===== config.mk =====
export PLATFORM = sky130hd
export DESIGN_NAME = zynq_dram_shim
export DESIGN_NICKNAME = d
export VERILOG_FILES = /design/src/design/zynq_shim_pkg.sv /design/src/design/ps_csr_regs.sv /design/src/design/mem_req_intake.sv /design/src/design/req_fifo.sv /design/src/design/dram_remap.sv /design/src/design/zynq_dram_shim.sv
export VERILOG_INCLUDE_DIRS = /design/src /design/src/design
export SDC_FILE = /design/constraint.sdc
export NUM_CORES = 1
export LEC_CHECK = 0
export BUFFER_PORTS_ARGS = -buffer_cell sky130_fd_sc_hd__clkbuf_2
export CAP_MARGIN = 30
export CORE_AREA = 2 2 195 197
export CTS_CLUSTER_SIZE = 12
export DETAILED_ROUTE_END_ITERATION = 6
export DIE_AREA = 0 0 197 199
export GPL_TIMING_DRIVEN = 0
export PLACE_DENSITY = 0.78
export SYNTH_ARGS = -nofsm -noshare
export SYNTH_HDL_FRONTEND = slang
export SYNTH_SLANG_ARGS = --single-unit

===== constraint.sdc =====
create_clock -name aclk_i -period 3.8 [get_ports aclk_i]
set_input_delay 0.76 -clock aclk_i [delete_from_list [all_inputs] [get_ports aclk_i]]
set_output_delay 0.76 -clock aclk_i [all_outputs]
set_load 0.01 [all_outputs]

===== src/design/zynq_shim_macros.svh =====
`ifndef ZYNQ_SHIM_MACROS_SVH
`define ZYNQ_SHIM_MACROS_SVH

// processor physical address width
`define ZS_PADDR_W      32

// processor DRAM starts at 0x8000_0000, so only the high bit is set
`define ZS_DRAM_BASE    32'h8000_0000

// the host only hands out 256 MB to the processor
`define ZS_MEM_LIMIT    32'h1000_0000

// each usage-map bit covers one 8 MB slice of the processor address
`define ZS_REGION_MSB   29
`define ZS_REGION_W     7
`define ZS_PROFILE_W    128

// host register file geometry
`define ZS_CSR_ADDR_W   3
`define ZS_CSR_DATA_W   32

// register 0 is the soft reset, low true
`define ZS_CSR_RESET    0
`define ZS_CSR_ALLOC    1
`define ZS_CSR_BASE     2

// indices 4 to 7 read the usage map, lowest word first
`define ZS_CSR_PROF0    4

// default depth of the request buffer
`define ZS_FIFO_DEPTH   4

`endif


===== src/design/zynq_shim_pkg.sv =====
`include "zynq_shim_macros.svh"

`default_nettype none

package zynq_shim_pkg;

   // address in the processor or host physical space
   typedef logic [`ZS_PADDR_W-1:0]    paddr_t;

   // index of one usage-map slice
   typedef logic [`ZS_REGION_W-1:0]   region_t;

   typedef logic [`ZS_CSR_ADDR_W-1:0] csr_addr_t;
   typedef logic [`ZS_CSR_DATA_W-1:0] csr_data_t;

   // one bit per region of DRAM touched by the processor
   typedef logic [`ZS_PROFILE_W-1:0]  profile_t;

   // request as it leaves the processor
   typedef struct packed {
      logic   wr;
      paddr_t addr;
   } bp_req_s;

   // decoded request, offset already relative to the DRAM window
   typedef struct packed {
      logic    wr;
      paddr_t  offset;
      region_t region;
      logic    over_limit;
   } mem_pkt_s;

   // request presented to the host memory port
   typedef struct packed {
      logic   wr;
      paddr_t addr;
      logic   over_limit;
   } dram_req_s;

endpackage

`default_nettype wire


===== src/design/ps_csr_regs.sv =====
`include "zynq_shim_macros.svh"

`default_nettype none

module ps_csr_regs (
   input  wire logic                     aclk_i,
   input  wire logic                     arst_n_i,
   input  wire logic                     csr_wr_v_i,
   input  wire zynq_shim_pkg::csr_addr_t csr_addr_i,
   input  wire zynq_shim_pkg::csr_data_t csr_wdata_i,
   input  wire zynq_shim_pkg::csr_addr_t csr_rd_addr_i,
   input  wire zynq_shim_pkg::profile_t  profile_i,
   output zynq_shim_pkg::csr_data_t      csr_rdata_o,
   output zynq_shim_pkg::csr_data_t      dram_base_o,
   output logic                          core_reset_o
);

   zynq_shim_pkg::csr_data_t reset_r;
   zynq_shim_pkg::csr_data_t alloc_r;
   zynq_shim_pkg::csr_data_t base_r;

   // word offset into the usage map for read indices 4 to 7
   logic [1:0] prof_word;

   always_ff @(posedge aclk_i or negedge arst_n_i) begin
      if (!arst_n_i) begin
         reset_r <= '0;
         alloc_r <= '0;
         base_r  <= '0;
      end else if (csr_wr_v_i) begin
         case (csr_addr_i)
            zynq_shim_pkg::csr_addr_t'(`ZS_CSR_RESET): reset_r <= csr_wdata_i;
            zynq_shim_pkg::csr_addr_t'(`ZS_CSR_ALLOC): alloc_r <= csr_wdata_i;
            zynq_shim_pkg::csr_addr_t'(`ZS_CSR_BASE):  base_r  <= csr_wdata_i;
            default: ;
         endcase
      end
   end

   // the core stays held until the host sets bit 0, so it comes up in reset
   assign core_reset_o = ~reset_r[0];
   assign dram_base_o  = base_r;

   assign prof_word = 2'(csr_rd_addr_i - zynq_shim_pkg::csr_addr_t'(`ZS_CSR_PROF0));

   always_comb begin
      csr_rdata_o = '0;
      if (csr_rd_addr_i >= zynq_shim_pkg::csr_addr_t'(`ZS_CSR_PROF0)) begin
         csr_rdata_o = profile_i[prof_word*`ZS_CSR_DATA_W +: `ZS_CSR_DATA_W];
      end else begin
         case (csr_rd_addr_i)
            zynq_shim_pkg::csr_addr_t'(`ZS_CSR_RESET): csr_rdata_o = reset_r;
            zynq_shim_pkg::csr_addr_t'(`ZS_CSR_ALLOC): csr_rdata_o = alloc_r;
            zynq_shim_pkg::csr_addr_t'(`ZS_CSR_BASE):  csr_rdata_o = base_r;
            // index 3 is unused and reads zero
            default: csr_rdata_o = '0;
         endcase
      end
   end

endmodule

`default_nettype wire


===== src/design/mem_req_intake.sv =====
`include "zynq_shim_macros.svh"

`default_nettype none

module mem_req_intake (
   input  wire logic                   aclk_i,
   input  wire logic                   arst_n_i,
   input  wire logic                   bp_req_v_i,
   input  wire zynq_shim_pkg::bp_req_s bp_req_i,
   input  wire logic                   pkt_ready_i,
   output logic                        bp_req_ready_o,
   output logic                        pkt_v_o,
   output zynq_shim_pkg::mem_pkt_s     pkt_o
);

   zynq_shim_pkg::paddr_t   offset;
   zynq_shim_pkg::mem_pkt_s pkt_next;
   zynq_shim_pkg::mem_pkt_s pkt_r;
   logic                    pkt_v_r;
   logic                    accept;

   // flipping bit 31 is the same as subtracting the processor DRAM base
   assign offset = bp_req_i.addr ^ zynq_shim_pkg::paddr_t'(`ZS_DRAM_BASE);

   always_comb begin
      pkt_next.wr         = bp_req_i.wr;
      pkt_next.offset     = offset;
      pkt_next.region     = bp_req_i.addr[`ZS_REGION_MSB -: `ZS_REGION_W];
      // anything past 256 MB falls outside what the host allocated
      pkt_next.over_limit = (offset >= zynq_shim_pkg::paddr_t'(`ZS_MEM_LIMIT));
   end

   // the slot frees up in the same cycle its packet is taken downstream
   // and nothing is accepted while the shim sits in reset
   assign bp_req_ready_o = arst_n_i & (~pkt_v_r | pkt_ready_i);
   assign accept         = bp_req_v_i & bp_req_ready_o;

   always_ff @(posedge aclk_i or negedge arst_n_i) begin
      if (!arst_n_i) begin
         pkt_v_r <= 1'b0;
      end else if (accept) begin
         pkt_v_r <= 1'b1;
      end else if (pkt_ready_i) begin
         pkt_v_r <= 1'b0;
      end
   end

   always_ff @(posedge aclk_i) begin
      if (accept) begin
         pkt_r <= pkt_next;
      end
   end

   assign pkt_v_o = pkt_v_r;
   assign pkt_o   = pkt_r;

endmodule

`default_nettype wire


===== src/design/req_fifo.sv =====
`include "zynq_shim_macros.svh"

`default_nettype none

module req_fifo #(
   parameter int DEPTH = `ZS_FIFO_DEPTH
) (
   input  wire logic                    aclk_i,
   input  wire logic                    arst_n_i,
   input  wire logic                    in_v_i,
   input  wire zynq_shim_pkg::mem_pkt_s in_i,
   input  wire logic                    out_ready_i,
   output logic                         in_ready_o,
   output logic                         out_v_o,
   output zynq_shim_pkg::mem_pkt_s      out_o
);

   localparam int PTR_W = (DEPTH > 1) ? $clog2(DEPTH) : 1;
   localparam int CNT_W = $clog2(DEPTH + 1);

   zynq_shim_pkg::mem_pkt_s mem_q [DEPTH];

   logic [PTR_W-1:0] wr_ptr_r;
   logic [PTR_W-1:0] rd_ptr_r;
   logic [CNT_W-1:0] count_r;
   logic             full;
   logic             push;
   logic             pop;

   // pointers wrap at DEPTH, which need not be a power of two
   function automatic logic [PTR_W-1:0] ptr_next(input logic [PTR_W-1:0] ptr);
      if (ptr == PTR_W'(DEPTH - 1)) begin
         ptr_next = '0;
      end else begin
         ptr_next = ptr + 1'b1;
      end
   endfunction

   assign full    = (count_r == CNT_W'(DEPTH));
   assign out_v_o = (count_r != '0);
   assign out_o   = mem_q[rd_ptr_r];

   // when full, a write only goes in alongside a read of the head
   assign in_ready_o = ~full | out_ready_i;
   assign push       = in_v_i & in_ready_o;
   assign pop        = out_v_o & out_ready_i;

   always_ff @(posedge aclk_i or negedge arst_n_i) begin
      if (!arst_n_i) begin
         wr_ptr_r <= '0;
         rd_ptr_r <= '0;
         count_r  <= '0;
      end else begin
         if (push) begin
            wr_ptr_r <= ptr_next(wr_ptr_r);
         end
         if (pop) begin
            rd_ptr_r <= ptr_next(rd_ptr_r);
         end
         if (push && !pop) begin
            count_r <= count_r + 1'b1;
         end else if (pop && !push) begin
            count_r <= count_r - 1'b1;
         end
      end
   end

   always_ff @(posedge aclk_i) begin
      if (push) begin
         mem_q[wr_ptr_r] <= in_i;
      end
   end

endmodule

`default_nettype wire


===== src/design/dram_remap.sv =====
`include "zynq_shim_macros.svh"

`default_nettype none

module dram_remap (
   input  wire logic                     aclk_i,
   input  wire logic                     arst_n_i,
   input  wire logic                     pkt_v_i,
   input  wire zynq_shim_pkg::mem_pkt_s  pkt_i,
   input  wire zynq_shim_pkg::csr_data_t dram_base_i,
   input  wire logic                     core_reset_i,
   input  wire logic                     dram_req_ready_i,
   output logic                          pkt_ready_o,
   output logic                          dram_req_v_o,
   output zynq_shim_pkg::dram_req_s      dram_req_o,
   output zynq_shim_pkg::profile_t       profile_o
);

   zynq_shim_pkg::dram_req_s req_next;
   zynq_shim_pkg::dram_req_s req_r;
   zynq_shim_pkg::region_t   region_r;
   zynq_shim_pkg::profile_t  profile_r;
   logic                     req_v_r;
   logic                     take;
   logic                     send;

   // relocate into the window the host allocated for the processor
   always_comb begin
      req_next.wr         = pkt_i.wr;
      req_next.addr       = pkt_i.offset + zynq_shim_pkg::paddr_t'(dram_base_i);
      req_next.over_limit = pkt_i.over_limit;
   end

   assign pkt_ready_o = ~req_v_r | dram_req_ready_i;
   assign take        = pkt_v_i & pkt_ready_o;
   assign send        = req_v_r & dram_req_ready_i;

   always_ff @(posedge aclk_i or negedge arst_n_i) begin
      if (!arst_n_i) begin
         req_v_r <= 1'b0;
      end else if (take) begin
         req_v_r <= 1'b1;
      end else if (dram_req_ready_i) begin
         req_v_r <= 1'b0;
      end
   end

   // the region travels beside the request so the map updates on the way out
   always_ff @(posedge aclk_i) begin
      if (take) begin
         req_r    <= req_next;
         region_r <= pkt_i.region;
      end
   end

   // the usage map only counts what the core did since it last left reset
   always_ff @(posedge aclk_i or negedge arst_n_i) begin
      if (!arst_n_i) begin
         profile_r <= '0;
      end else if (core_reset_i) begin
         profile_r <= '0;
      end else if (send) begin
         profile_r[region_r] <= 1'b1;
      end
   end

   assign dram_req_v_o = req_v_r;
   assign dram_req_o   = req_r;
   assign profile_o    = profile_r;

endmodule

`default_nettype wire


===== src/design/zynq_dram_shim.sv =====
`include "zynq_shim_macros.svh"

`default_nettype none

module zynq_dram_shim (
   input  wire logic                     aclk_i,
   input  wire logic                     arst_n_i,
   input  wire logic                     csr_wr_v_i,
   input  wire zynq_shim_pkg::csr_addr_t csr_addr_i,
   input  wire zynq_shim_pkg::csr_data_t csr_wdata_i,
   input  wire zynq_shim_pkg::csr_addr_t csr_rd_addr_i,
   input  wire logic                     bp_req_v_i,
   input  wire zynq_shim_pkg::bp_req_s   bp_req_i,
   input  wire logic                     dram_req_ready_i,
   output zynq_shim_pkg::csr_data_t      csr_rdata_o,
   output logic                          core_reset_o,
   output logic                          bp_req_ready_o,
   output logic                          dram_req_v_o,
   output zynq_shim_pkg::dram_req_s      dram_req_o
);

   zynq_shim_pkg::csr_data_t dram_base;
   zynq_shim_pkg::profile_t  profile;

   // producer to buffer
   zynq_shim_pkg::mem_pkt_s  intake_pkt;
   logic                     intake_v;
   logic                     fifo_ready;

   // buffer to consumer
   zynq_shim_pkg::mem_pkt_s  fifo_pkt;
   logic                     fifo_v;
   logic                     remap_ready;

   ps_csr_regs u_csr (
      .aclk_i        (aclk_i),
      .arst_n_i      (arst_n_i),
      .csr_wr_v_i    (csr_wr_v_i),
      .csr_addr_i    (csr_addr_i),
      .csr_wdata_i   (csr_wdata_i),
      .csr_rd_addr_i (csr_rd_addr_i),
      .profile_i     (profile),
      .csr_rdata_o   (csr_rdata_o),
      .dram_base_o   (dram_base),
      .core_reset_o  (core_reset_o)
   );

   mem_req_intake u_intake (
      .aclk_i         (aclk_i),
      .arst_n_i       (arst_n_i),
      .bp_req_v_i     (bp_req_v_i),
      .bp_req_i       (bp_req_i),
      .pkt_ready_i    (fifo_ready),
      .bp_req_ready_o (bp_req_ready_o),
      .pkt_v_o        (intake_v),
      .pkt_o          (intake_pkt)
   );

   req_fifo #(
      .DEPTH (`ZS_FIFO_DEPTH)
   ) u_fifo (
      .aclk_i      (aclk_i),
      .arst_n_i    (arst_n_i),
      .in_v_i      (intake_v),
      .in_i        (intake_pkt),
      .out_ready_i (remap_ready),
      .in_ready_o  (fifo_ready),
      .out_v_o     (fifo_v),
      .out_o       (fifo_pkt)
   );

   dram_remap u_remap (
      .aclk_i           (aclk_i),
      .arst_n_i         (arst_n_i),
      .pkt_v_i          (fifo_v),
      .pkt_i            (fifo_pkt),
      .dram_base_i      (dram_base),
      .core_reset_i     (core_reset_o),
      .dram_req_ready_i (dram_req_ready_i),
      .pkt_ready_o      (remap_ready),
      .dram_req_v_o     (dram_req_v_o),
      .dram_req_o       (dram_req_o),
      .profile_o        (profile)
   );

endmodule

`default_nettype wire


Word-level counts from Yosys, hierarchy flattened
Memories as Yosys holds them, arrays and structs flattened.
Index checks and enable logic that the tools add are counted.
- flip-flop bits (word level): 315
- latch bits: 0
- bits in writable memories: 164
- memory bits (read-only): 0
- bits of input ports: 76
- output and inout port bits: 69
- memories kept: 1
- memory list (memory ; words ; width ; rd ports ; clocked after memory_dff ; wr ports ; line ; RTL):
    u_fifo.mem_q ; 4 ; 41 ; 1 ; 0 ; 1 ; req_fifo.sv:21 ; zynq_shim_pkg::mem_pkt_s mem_q [DEPTH];
- add/sub/neg operators: 6
- multiply operators: 0
- div/mod/pow operators: 0
- $lt $le $gt $ge: 4
- eq/ne operators: 8
- shift operators: 1
- multiplexer cells: 16
- bitwise gates (word level): 14
- reductions and logical operators: 14
- operators by type and width (kind ; number):
    $mux 128 ; 2
    $or 128x128->128 ; 1
    $shiftx 128x8->32 ; 1
    $pmux 32 s3 ; 1
    $add 32x32->32 ; 1
    $ge 32x29->1 const B ; 1
    $mux 32 ; 1
    $lt 7x8->1 const B ; 1
    $demux 1 s7 ; 1
    $ge 7x1->1 const B ; 1
    $mux 1 ; 7
    $eq 3x1->1 const B ; 2
    $eq 3x2->1 const B ; 2
    $logic_not 3->1 ; 2
    $mux 3 ; 2
    $reduce_and 2->1 ; 3
    $reduce_bool 2->1 ; 3
    $and 1x1->1 ; 5
    $not 1->1 ; 5
    $add 2x1->2 const B ; 2
    $eq 2x2->1 const B ; 2
    $mux 2 ; 2
    $add 3x1->3 const B ; 1
    $eq 3x3->1 const B ; 1
    8 further kinds ; 13

Depth between registers and ports, before layout
Gate-level depths: netlist of the first run.
- word-level depth: 8
- gate-level depth with buffers: 12
- depth with buffers taken out: 10

By module
From an unflattened synthesis of the first run, not the netlist that was laid out.
- cell total of the unflattened synthesis: 1450
- area, all modules: 20588.5 um^2
- by module, submodules not included (module ; instances ; cells an instance ; area an instance (um^2)):
    dram_remap ; 1 ; 747 ; 7683.6
    req_fifo ; 1 ; 254 ; 6334.8
    ps_csr_regs ; 1 ; 400 ; 5430.2
    mem_req_intake ; 1 ; 49 ; 1139.8

Least setup slack after synthesis of the first run
Ideal clock, no wire load.
- path type: input-to-reg
- start: input dram_req_ready_i
- end: register u_fifo.count_r[1]
- setup time: 0.125 ns
- arrival: 3.815 ns
- required time: 3.675 ns
- setup slack: -0.139 ns
- stages on the path: 7
- cell sequence: nor2b_1 nor2_1 inv_1 ha_1 inv_1 fa_1 mux2_2
- elaborated cells on any way between the ends: 10
- classes of those cells: mux (1); bitwise (4); reduce/logical (5)
- RTL lines (element ; line ; RTL):
    from (decl) ; zynq_dram_shim.sv:14 ; input wire logic dram_req_ready_i,
    $or 1x1->1 * ; dram_remap.sv:34 ; assign pkt_ready_o = ~req_v_r | dram_req_ready_i;
    $and 1x1->1 * ; req_fifo.sv:46 ; assign pop = out_v_o & out_ready_i;
    net u_fifo.pop ; req_fifo.sv:28 ; logic pop;
    $logic_not 1->1 ; req_fifo.sv:60 ; if (push && !pop) begin
    $logic_and 1x1->1 ; req_fifo.sv:60 ;
    $mux 3 or $reduce_bool 2->1 (tied branches) ; -- ;
    to (signal assigned) ; req_fifo.sv:61 ; count_r <= count_r + 1'b1;
    to (signal assigned) ; req_fifo.sv:63 ; count_r <= count_r - 1'b1;
    to (decl) ; req_fifo.sv:25 ; logic [CNT_W-1:0] count_r;
The timed path passes the listed nets; every way through them passes the cells marked *.
A chain may end at the register's enable or synchronous reset.

==> results summary, run 1 <==
The total count of max-transition violations in the final report is 0. The number of flip-flops and latches in the synthesized netlist is 444. The summed instance area of the synthesized netlist is 19730 µm². After synthesis, the share of flip-flops with an asynchronous set or reset is 0.5248.

The final layout contains routed wiring with a total length of 47800 µm. The static power due to leakage came out at 9.093 nW. The library cell with the highest instance count after synthesis is nor2_1. The all-layer global routing usage came out at 0.2493. The die is 199 µm tall. After routing the design area is 22690 µm².

The post-layout total power came out at 16.02 mW. The number of different library cells used by synthesis comes to 71. STA classifies the critical path endpoint as a register. The highest layer touched by signal routing is met5.

The root buffer cell chosen for the clock tree is clkbuf_16. The maximum root-to-sink buffer count came out at 3. Among cell families on the critical path, the largest total delay comes from compound AO/OA/AOI/OAI gates. The count of nets left with antenna violations after detail routing came out at 0. In this run the count of I/O pins placed on the die edge is 145.

The global-route congestion overflow total came out at 0. The later pin in the worst-skew pair is clocked with a latency of 0.56 ns. The largest total area in the synthesized netlist belongs to edfxtp_1. The area fraction of the dominant cell type after synthesis is 0.3212. The slew at the pin closest to its max-slew limit is 0.9396 ns.

The proportion of synthesized chip area in sequential cells came out at 0.6168. Traced cell by cell, the critical path runs through buf_6 > buf_8 > mux4_2 > ha_1 > fa_2 > a211oi_2 > o211ai_1 > a41oi_2 > o221ai_2 > nor4_2 > nor2_1 > xor2_1. The total via count in the routed design is 13010.

The worst slack at placement is -0.6935 ns. The TritonCTS sink count came out at 444. The first global-routing pass estimated 74020 µm of wire. The initial utilization of the core area, before any placement, comes to 0.5312. The count of H-tree levels built during CTS is 2. The clock transition time at the flip-flop clock pins of the worst setup and hold paths is 0.06 ns. The initial antenna violation count came out at 6. The largest single stage delay on the critical path is 0.53 ns.

The most used flip-flop cell after synthesis is dfrtp_1. The run finished with clean final reports. The maximum number of pins on one net before global-route repair is 119.

The synthesized area per cell came out at 12.91 µm². Derived from the worst setup path, the maximum achievable clock frequency is 269.9 MHz. After filler insertion, the fill cell instance count of the layout stands at 2858. The master of the slowest instance on the critical path is mux4_2. The area used by sequential logic in the layout came out at 12170 µm². The initial DRC count is 1032.

The net count after synthesis is 1643. The chip width is 197 µm. The CTS tree is built. The final HPWL from detailed placement is 33540 µm. The per-cell via count in the routed design is 5.817. The critical path is of the register to register type.

The maximum clock skew at final layout is 0.02270 ns. The synthesized netlist cell count is 1528. The headroom to the max-slew limit came out at 0.3723. Summed over all nets, wire length on met3 after detailed routing comes to 3579 µm.

The min-delay analysis places its worst path in the category primary input to async pin. The placement-stage cell area is 21130 µm². The total count of hold-check failures in the final report came out at 0.

The detailed router put a total of 18810 µm of wire on met1. The number of maximum-capacitance constraint violations came out at 0. The count of unresolved DRC violations after routing came out at 0. Data on the critical path arrives at its endpoint at 4.00 ns. The setup slack of the critical path after layout is 0.09555 ns.

In this run the tool buffered the top-level ports with 142 buffer cells. The number of buffers and inverters on the critical path is 2. The startpoint type of the worst setup path is a register.

The total of warnings raised by yosys is 0. The floorplan step defined a die boundary enclosing 39200 µm². The area of the placeable core came out at 37130 µm². The count of nets after finishing came out at 1837. Buffers inserted during clock tree synthesis total 46. The synthesis-to-finish area growth came out at 15.05%. For this run, the detailed router's first-pass iteration total came to 5. The fraction of layout cells with a size suffix above 1 came out at 0.2429.

The final clock period utilization by the worst path came out at 0.9749. The highest fanout seen on the critical path is 10. Detailed routing placed a total of 23210 µm of wire on met2. The register-to-register path setup slack came out at 0.1 ns. By count the netlist is led by nor2_1 (374), dfrtp_1 (233), edfxtp_1 (211). The final hold slack came out at 0.1798 ns. Setup repair after global routing left no endpoint under its margin. The largest voltage drop on the vdd net is 0.0004752 V. Sorting the synthesized cells by area gives the leading types as edfxtp_1 (32%), dfrtp_1 (30%), mux4_2 (7.4%), nor2_1 (7.1%), mux2_2 (5.6%). The share of the core filled with cells came out at 0.6111. The final count of negative-setup-slack endpoints is 0. The time the final worst path needs with I/O delays and setup is 3.704 ns.

The number of enable flip-flop cells after synthesis came out at 211. The data required time at the worst endpoint is 4.10 ns. The via count of the first global-routing pass came to 13260. The area taken by multi-input logic gates came out at 7116 µm². The routed length per instance came out at 21.38 µm. The placer's final routability congestion estimate came out at 0.9506. The total number of placement rows is 71. The power per cell area is 705.9 nW/µm².
## sequential cells by signal, summed over array words and instances (netlist names)
name,count
u_fifo.mem_q,136
u_remap.region_r,7
u_intake.pkt_o,34
u_csr.dram_base_o,32
u_fifo.count_r,3
u_csr.alloc_r,32
u_csr.reset_r,32
u_fifo.wr_ptr_r,2
u_intake.pkt_v_o,1
u_remap.profile_o,128
u_fifo.rd_ptr_r,2
u_remap.dram_req_o,34
u_remap.dram_req_v_o,1
## routing by layer
metal	global-route usage	up-vias
met2	0.4053	530
met1	0.3175	6461
met3	0.05629	131
li1	-	5881
met4	0.1253	4
met5	0	-
## layout make-up
type	count	share of cell area
diodes	4	0.0004411
clock buffers	76	0.06159
inverters	45	0.007443
repair buffers	148	0.03600
multi-input cells	960	0.3136
plain buffers	77	0.01571
flip-flops and latches	444	0.5362
well taps	474	0.02613
clock inverters	8	0.002922
## worst reg2reg max path, delay by kind of cell, from the launching register on
| kind | cells | cell delay [ns] |
|---|---|---|
| AO/OA/AOI/OAI | 4 | 1.07 |
| multiplexers | 1 | 0.53 |
| AND/OR/NAND/NOR | 2 | 0.37 |
| flip-flops | 1 | 0.36 |
| buffers and inverters | 2 | 0.37 |
| adder cells (fa/ha/maj) | 2 | 0.63 |
| XOR/XNOR | 1 | 0.15 |
## placed cells by master (no fill, tap or decap), drive strengths merged, types with 3 or more instances in the layout
| cell | n |
|---|---|
| nor2b | 12 |
| o21a | 4 |
| dfrtp | 233 |
| nand4 | 7 |
| clkbuf | 276 |
| mux2 | 98 |
| nor3 | 8 |
| nand2b | 8 |
| o21ai | 19 |
| nand3 | 15 |
| or2 | 3 |
| o21bai | 4 |
| a21o | 12 |
| a211oi | 33 |
| mux4 | 66 |
| mux2i | 32 |
| a41oi | 3 |
| clkinv | 6 |
| buf | 24 |
| nor2 | 375 |
| diode | 4 |
| a21oi | 78 |
| ha | 37 |
| and3 | 6 |
| inv | 45 |
| and2 | 11 |
| edfxtp | 211 |
| nand2 | 42 |
| a31oi | 18 |
| xor2 | 15 |
| xnor2 | 17 |
## power by group
part | internal [mW] | switching (mW) | leakage, nW
registers | 5.98 | 0.390 | 4.99
logic | 2.11 | 3.17 | 3.38
clock network | 2.57 | 1.80 | 0.713
total | 10.7 | 5.36 | 9.09
## metrics by stage
| stage | setup TNS, ns | cells |
|---|---|---|
| final | 0 | 2236 |
| after global routing | 0 | 2235 |
| after CTS | 0 | 2231 |
| after detailed placement | -3.865 | 2147 |
| after global placement | -768.94 | 2144 |
| after floorplan | 0 | 1528 |
## what timing repair did
item | CTS | global route
pin swaps | 4 | 3
gates resized for setup | 10 | 14
buffers inserted | 1 | 2
endpoints found under the setup margin | 13 | 18
hold buffers | 0 | 0
## final timing paths
path | startpoint | cells past startpoint | endpoint
min | arst_n_i | 1 | u_remap.profile_o[22]$_DFFE_PN0P_
min reg2reg | u_intake.pkt_o[5]$_DFFE_PP_ | 0 | u_fifo.mem_q[3][35]$_DFFE_PP_
max in group asynchronous | arst_n_i | 2 | u_fifo.rd_ptr_r[1]$_DFFE_PN0P_
min in group aclk_i | bp_req_i[22] | 1 | u_intake.pkt_o[30]$_DFFE_PP_
max reg2reg | u_fifo.rd_ptr_r[0]$_DFFE_PN0P_ | 12 | u_remap.dram_req_o[31]$_DFFE_PP_
max | u_fifo.rd_ptr_r[0]$_DFFE_PN0P_ | 12 | u_remap.dram_req_o[31]$_DFFE_PP_
## cells by family (layout without fill, tap and decap cells)
kind of cell               count (synthesis)  in the layout  share of synthesized area
AOI/OAI and AO/OA                        193            193                    0.06388
other                                      0              4                          0
adders and majority gates                 39             39                    0.02550
and+or+nand+nor                          500            500                     0.1061
buffers and inverters                    124            354                    0.02575
DFF                                      444            444                     0.6168
xor gates and xnor gates                  32             32                    0.01421
muxes                                    196            196                     0.1477
(Power assumes the default switching activity.)
==> run 2: changes to the inputs <==
CAP_MARGIN = 25   (was 30)
SLEW_MARGIN = 30   (was default)
clock period = 3.25 ns   (was 3.8 ns; I/O delays follow)
==> results summary, run 2 (same netlist as run 1, synthesis figures left out) <==
The internal power of the cells came out at 12.97 mW (was 10.66 mW). The clock root buffer was clkbuf_16 (unchanged). The final count of negative-setup-slack endpoints is 11 (was 0). The peak clock frequency supported by timing came out at 288.0 MHz (was 269.9 MHz). The path class of the lowest-slack min-delay path is primary input to async pin (unchanged). The maximum number of pins on one net before global-route repair came out at 79 (was 119). The clock transition time at the flip-flop clock pins of the worst setup and hold paths is 0.06 ns (about the same). The boundary pin count is 145 (unchanged). The total CTS buffers came out at 46 (unchanged).

The global-route congestion overflow total is 0 (unchanged). Outcome: finished with violations (was finished, final reports clean). The per-cell via count in the routed design was 5.862 (was 5.817). The most common cell after layout, fill and taps aside was nor2_1 (unchanged). The area of the die was 39200 µm² (unchanged).

The relative contribution of the clock network to total power was 0.265 (was 0.273). The total via count in the routed design is 13210 (was 13010). The checks that failed: negative setup slack. The count of H-tree levels built during CTS is 2 (unchanged). The number of fillers in the final layout is 2737 (was 2858). The count of nets after finishing came out at 1855 (was 1837).

The total count of hold-check failures in the final report was 0 (unchanged). The critical path endpoint category is a register (unchanged). The global-route wire length before repair came out at 74670 µm (was 74020 µm). The data required time at the worst endpoint was 3.55 ns (was 4.10 ns). The headroom to the max-slew limit is 0.3292 (was 0.3723).

The register name with the most flops is u_fifo.mem_q (unchanged). The largest voltage drop on the vdd net came out at 0.0005021 V (was 0.0004752 V). The initial antenna violation count is 5 (was 6). The maximum root-to-sink buffer count is 3 (unchanged). The fraction of power consumed by sequential logic is 0.382 (was 0.398). RSZ-0062 raised after global routing: yes (was no). The static power due to leakage was 9.312 nW (was 9.093 nW). The CTS tree is built (unchanged). The count of unresolved DRC violations after routing is 0 (unchanged). The chip width came out at 197 µm (unchanged). The routed length per instance was 22.17 µm (was 21.38 µm). The placer's final routability congestion estimate came out at 0.9409 (was 0.9506). The area used by sequential logic in the layout is 12170 µm² (unchanged). The final-layout setup total negative slack was -1.258 ns (was 0 ns). Top library cells by usage in the layout, fill and taps aside: nor2_1 (372), dfrtp_1 (232), edfxtp_1 (211) (was nor2_1 (373), dfrtp_1 (232), edfxtp_1 (211)). The TritonCTS sink count is 444 (unchanged). The maximum clock skew at final layout is 0.02518 ns (was 0.02270 ns). The arrival time of the worst setup path is 3.77 ns (was 4.00 ns). The time the final worst path needs with I/O delays and setup came out at 3.472 ns (was 3.704 ns). The area taken by multi-input logic gates is 7341 µm² (was 7116 µm²). The area of the placeable core was 37130 µm² (unchanged).

The flip-flop count of the largest register, all copies and words added came out at 136 (unchanged). The worst setup path category was register to register (unchanged). The count of nets left with antenna violations after detail routing came out at 0 (unchanged).

The net switching power is 6.655 mW (was 5.364 mW). The fraction of layout cells with a size suffix above 1 is 0.2667 (was 0.2429). The all-layer global routing usage is 0.2523 (was 0.2493). The clock network latency to the later pin of the worst-skew pair came out at 0.56 ns (about the same). The number of buffers inserted by port buffering came out at 142 (unchanged). The share of the core filled with cells came to 0.6262 (was 0.6111). The effective utilization at floorplan came out at 0.5312 (unchanged).

The highest fanout seen on the critical path was 3 (was 10). The share of total power in combinational logic is 0.353 (was 0.330). The total number of placement rows is 71 (unchanged). The final clock period utilization by the worst path is 1.068 (was 0.9749).

The slew at the pin closest to its max-slew limit came out at 1.004 ns (was 0.9396 ns). The via count of the first global-routing pass came out at 13280 (was 13260). The setup slack of the critical path after layout was -0.2223 ns (was 0.09555 ns). The final HPWL from detailed placement came out at 34330 µm (was 33540 µm). The initial DRC count came out at 1090 (was 1032).

The synthesis-to-finish area growth is 17.88% (was 15.05%). The number of maximum-capacitance constraint violations is 0 (unchanged). The first-pass iteration count of the detailed router is 5 (unchanged).

The fraction of power spent switching nets is 0.3391 (was 0.3348). The placement-stage cell area came out at 21340 µm² (was 21130 µm²). The power per cell area is 844.0 nW/µm² (was 705.9 nW/µm²). The startpoint type of the worst setup path is a register (unchanged).

The die span in y was 199 µm (unchanged). The aggregate routed wire length is 49940 µm (was 47800 µm). The final instance area came to 23250 µm² (was 22690 µm²). The total count of max-transition violations in the final report was 0 (unchanged).
-- run 2: worst max-delay path, stage by stage, from the launching register on --
cell,delay [ns]
dfrtp_1,0.38
buf_8,0.13
buf_12,0.10
mux4_2,0.54
ha_4,0.19
fa_2,0.35
a211oi_2,0.25
o211ai_1,0.20
a41oi_2,0.38
o221ai_4,0.19
nor4_2,0.25
nor2_1,0.11
xor2_1,0.15
-- run 2: per-layer routing --
metal	wire, µm	track usage
met3	3506	0.04680
met4	2626	0.1264
met1	19370	0.3240
met5	46	0
met2	24390	0.4154
-- run 2: path summary, 6_finish.rpt --
path                       slack [ns]                      startpoint  cells past startpoint                            endpoint
min in group aclk_i              0.27                    bp_req_i[17]                      1        u_intake.pkt_o[25]$_DFFE_PP_
max                             -0.22  u_fifo.rd_ptr_r[0]$_DFFE_PN0P_                     12    u_remap.dram_req_o[31]$_DFFE_PP_
max reg2reg                     -0.22  u_fifo.rd_ptr_r[0]$_DFFE_PN0P_                     12    u_remap.dram_req_o[31]$_DFFE_PP_
min                              0.06                        arst_n_i                      1  u_remap.profile_o[126]$_DFFE_PN0P_
max in group asynchronous        2.13                        arst_n_i                      3        u_csr.alloc_r[1]$_DFFE_PN0P_
min reg2reg                      0.49    u_intake.pkt_o[10]$_DFFE_PP_                      0       u_fifo.mem_q[0][10]$_DFFE_PP_
-- run 2: stage by stage --
| stage | cells | hold slack (ns) | power (mW) | setup slack (ns) |
|---|---|---|---|---|
| 6_report | 2253 | 0.06258 | 19.62 | -0.2223 |
| 5_1_grt | 2253 | 0.08446 | 20.41 | -0.3272 |
| 4_1_cts | 2244 | 0.05875 | 19.08 | -0.2611 |
| 3_5_place_dp | 2154 | 0.4814 | 13.60 | -0.9673 |
| 3_3_place_gp | 2144 | 0.4690 | 13.35 | -4.789 |
| 2_1_floorplan | 1528 | 0.3544 | 11.60 | 0.02229 |
-- run 2: power groups by stage --
| stage | Clock, mW | Sequential, mW | Combinational (mW) |
|---|---|---|---|
| after floorplan | 0 | 7.50 | 4.09 |
| after CTS | 5.26 | 7.48 | 6.34 |
| final | 5.19 | 7.49 | 6.94 |
| after global routing | 5.47 | 7.57 | 7.37 |
| after global placement | 0 | 7.52 | 5.84 |
| after detailed placement | 0 | 7.54 | 6.05 |
-- run 2: final cells by class --
type                    instances  area share
inverters                      45    0.007264
well taps                     474     0.02551
clock buffers                  79     0.06193
clock inverters                 6    0.002368
diodes                          2   0.0002152
flip-flops and latches        444      0.5233
repair buffers                166     0.04703
multi-input cells             960      0.3157
plain buffers                  77     0.01668
-- run 2: what timing repair did --
| item | 4_1_cts | 5_1_grt |
|---|---|---|
| hold buffers | 0 | 0 |
| setup endpoints to repair | 53 | 21 |
| buffers inserted | 6 | 8 |
| pin swaps | 17 | 13 |
| gates resized for setup | 30 | 34 |
==> run 3: changes to the inputs <==
ABC_AREA = 1   (was default)
PLACE_DENSITY = 0.79   (was 0.78)
TNS_END_PERCENT = 1   (was default)
==> results summary, run 3 <==
Outcome: finished with violations (unchanged). Violated checks: negative setup slack (unchanged). The global-route wire length before repair was 85540 µm (was 74670 µm). The setup slack of the critical path after layout is -0.05738 ns (was -0.2223 ns).

The register name with the most flops is u_fifo.mem_q (unchanged). The met1 wire length is 21320 µm (was 19370 µm). The placement-stage cell area came out at 21790 µm² (was 21340 µm²). The flip-flop count of the largest register, all copies and words added came out at 136 (unchanged). The count of H-tree levels built during CTS is 2 (unchanged). The total count of hold-check failures in the final report is 0 (unchanged).

The final HPWL from detailed placement is 40600 µm (was 34330 µm). The global-route congestion overflow total is 0 (unchanged). The static power due to leakage was 10.10 nW (was 9.312 nW). The chip width is 197 µm (unchanged). The number of buffers inserted to repair setup after CTS was 0 (was 6). The TritonCTS sink count is 444 (unchanged).

The all-layer global routing usage came out at 0.2878 (was 0.2523). The startpoint type of the worst setup path is a primary input (was register). The total via count in the routed design came to 16210 (was 13210). The largest voltage drop on the vdd net came to 0.0007546 V (was 0.0005021 V). The count of nets after finishing came out at 2481 (was 1855). The startpoint identified for the worst hold timing path is bp_req_i[10]. The clock network latency to the later pin of the worst-skew pair is 0.56 ns (about the same). The count of distinct cell types in the synthesized netlist is 37 (was 71). The number of enable flip-flop cells after synthesis came out at 211 (unchanged).

The maximum number of pins on one net before global-route repair is 78 (was 79). The proportion of synthesized chip area in sequential cells is 0.6031 (was 0.6168). The CTS tree is built (unchanged). The total number of placement rows was 71 (unchanged). The synthesis-to-finish area growth is 15.40% (was 17.88%). The final instance area is 23280 µm² (was 23250 µm²). The path with the worst hold slack has its endpoint at u_intake.pkt_o[18]$_DFFE_PP_. The area fraction of the dominant cell type after synthesis came out at 0.3141 (was 0.3212). The initial DRC count came out at 1588 (was 1090).

Top library cells by usage in the layout, fill and taps aside: nand2_1 (551), inv_1 (303), dfrtp_1 (232) (was nor2_1 (372), dfrtp_1 (232), edfxtp_1 (211)). Commonest cells in the synthesized netlist: nand2_1 (552), inv_1 (304), dfrtp_1 (233) (was nor2_1 (374), dfrtp_1 (233), edfxtp_1 (211)). The count of unresolved DRC violations after routing came out at 0 (unchanged).

The cell count of the worst hold path came out at 1. The summed instance area of the synthesized netlist came out at 20170 µm² (was 19730 µm²). The initial antenna violation count is 1 (was 5). The area of the die was 39200 µm² (unchanged).

The number of buffers inserted by port buffering is 144 (was 142). The total CTS buffers was 46 (unchanged). The most common cell after layout, fill and taps aside is nand2_1 (was nor2_1). The number of flip-flops and latches in the synthesized netlist is 444 (unchanged). The register-to-register path setup slack is 0.15 ns (was -0.22 ns).

The most used flip-flop cell after synthesis is dfrtp_1 (unchanged). The post-layout total power is 19.31 mW (was 19.62 mW). The fraction of layout cells with a size suffix above 1 is 0.1325 (was 0.2667). The via count of the first global-routing pass is 15750 (was 13280).

The arrival time of the worst setup path is 2.66 ns (was 3.77 ns). The die span in y came to 199 µm (unchanged). The net count after synthesis came out at 2277 (was 1643). The area of the placeable core is 37130 µm² (unchanged). The total count of max-transition violations in the final report came to 0 (unchanged). The worst reg2reg path startpoint is u_fifo.rd_ptr_r[0]$_DFFE_PN0P_ (unchanged). The synthesized area per cell is 9.331 µm² (was 12.91 µm²).

The number of maximum-capacitance constraint violations was 0 (unchanged). The per-cell via count in the routed design is 5.655 (was 5.862). The clock transition time at the flip-flop clock pins of the worst setup and hold paths is 0.06 ns (about the same). The routed length per instance came to 19.61 µm (was 22.17 µm). The fraction of registers with async set/reset is 0.5248 (unchanged). The time the final worst path needs with I/O delays and setup came to 3.307 ns (was 3.472 ns). The synthesized netlist cell count came out at 2162 (was 1528). The boundary pin count came out at 145 (unchanged).

The maximum clock skew at final layout is 0.01452 ns (was 0.02518 ns). The effective utilization at floorplan is 0.5433 (was 0.5312). The slew at the pin closest to its max-slew limit came out at 0.9236 ns (was 1.004 ns).

The number of cells on the worst reg-to-reg path is 15 (was 12). The share of the core filled with cells came out at 0.6269 (was 0.6262). The total of warnings raised by yosys came out at 0 (unchanged).

The worst setup path startpoint is csr_rd_addr_i[1] (was u_fifo.rd_ptr_r[0]$_DFFE_PN0P_). The library cell with the highest instance count after synthesis was nand2_1 (was nor2_1). The peak clock frequency supported by timing came out at 302.4 MHz (was 288.0 MHz).

The amount of wire on met2 after detailed routing was 27650 µm (was 24390 µm). The clock root buffer is clkbuf_16 (unchanged). The final count of negative-setup-slack endpoints came out at 2 (was 11). Synth area leaders: edfxtp_1 (31%), dfrtp_1 (29%), nand2_1 (10%), inv_1 (5.7%), o21ai_0 (5.0%) (was edfxtp_1 (32%), dfrtp_1 (30%), mux4_2 (7.4%), nor2_1 (7.1%), mux2_2 (5.6%)). The highest signal layer in the routed design was met4 (was met5). The headroom to the max-slew limit came out at 0.3820 (was 0.3292).

The data required time at the worst endpoint is 2.60 ns (was 3.55 ns). The final antenna diode count was 0 (was 2). The aggregate routed wire length is 56190 µm (was 49940 µm).

The highest fanout seen on the critical path is 10 (was 3). The power per cell area is 829.4 nW/µm² (was 844.0 nW/µm²). The count of nets left with antenna violations after detail routing is 0 (unchanged). The placer's final routability congestion estimate came out at 0.9792 (was 0.9409). The critical path endpoint category was an output pin (was register). The endpoint of the worst-slack reg-to-reg timing path is u_remap.dram_req_o[29]$_DFFE_PP_ (was u_remap.dram_req_o[31]$_DFFE_PP_). The final clock period utilization by the worst path is 1.018 (was 1.068). The worst setup path category is primary input to output pin (was register to register).

The maximum root-to-sink buffer count came out at 3 (unchanged). The path class of the lowest-slack min-delay path is primary input to register (was primary input to async pin). The top cell type by total area after synthesis was edfxtp_1 (unchanged). The detailed route wirelength on metal3 is 4442 µm (was 3506 µm). The first-pass iteration count of the detailed router came to 5 (unchanged).
run 3: cell count changes in the layout (fill, tap and decap cells not counted), sizes merged, moves of 97 or more:
cell,delta
nand2,+523
inv,+266
o21ai,+181
nor2,-224
o22ai,+97
mux2,-97
run 3: kinds of logic after synthesis:
kind of cell / after synthesis / share of synthesized area
and+or+nand+nor: 814 / 0.1663
AOI/OAI and AO/OA: 451 / 0.1221
buffers and inverters: 395 / 0.07511
adders and majority gates: 39 / 0.02493
muxes: 1 / 0.0005582
DFF: 444 / 0.6031
xor gates and xnor gates: 18 / 0.007815
run 3: timing repair:
item,4_1_cts,5_1_grt
gates resized for setup,10,40
hold endpoints to repair,20,0
pin swaps,0,1
setup endpoints to repair,19,38
hold buffers,1,0
run 3: per-stage QoR:
step | setup slack (ns) | hold slack, ns | std cells | setup TNS [ns]
after global routing | -0.03587 | 0.2609 | 2866 | -0.03587
after global placement | -4.725 | 0.4634 | 2780 | -979.23
final | -0.05738 | 0.2686 | 2866 | -0.06138
after CTS | 0.01541 | 0.2535 | 2866 | 0
after detailed placement | -0.2231 | 0.4730 | 2791 | -1.335
after floorplan | -0.04459 | 0.3544 | 2162 | -0.04459
run 3: how the worst max path moves through the flow:
| stage | end | slack (ns) | cells after the start |
|---|---|---|---|
| CTS | csr_rdata_o[16] | 0.02 | 8 |
| finish | csr_rdata_o[19] | -0.06 | 7 |
| global placement | u_intake.pkt_o[1]$_DFFE_PP_ | -4.73 | 3 |
| global route | u_remap.dram_req_o[29]$_DFFE_PP_ | -0.04 | 18 |
| floorplan | u_fifo.count_r[1]$_DFFE_PN0P_ | -0.04 | 8 |
| detailed placement | u_remap.dram_req_o[29]$_DFFE_PP_ | -0.22 | 17 |
run 3: cell type report:
class | instances | area (µm²)
timing repair buffer | 156 | 984.7
inverter | 312 | 1172
clock inverter | 10 | 76.32
multi-input combinational | 1323 | 6588
fill | 3014 | 13850
tap | 474 | 593.1
sequential | 444 | 12170
clock buffer | 64 | 1320
buffer | 83 | 377.9
run 3: critical path, cell delays in order:
cell	delay, ns
clkbuf_2	0.12
nand2_1	0.23
clkbuf_1	0.52
o22ai_1	0.15
o21ai_0	0.44
nand4_1	0.32
clkbuf_2	0.22
run 3: routing by layer:
metal / GRT usage / up-vias
met5: 0 / -
met3: 0.04730 / 163
met1: 0.3588 / 7796
met4: 0.1303 / 0
met2: 0.4959 / 735
li1: - / 7514
run 3: where the power goes:
group          switching [mW]  internal (mW)
logic                    4.82           2.08
registers               0.494           6.95
clock network            2.08           2.88
total                    7.40           11.9
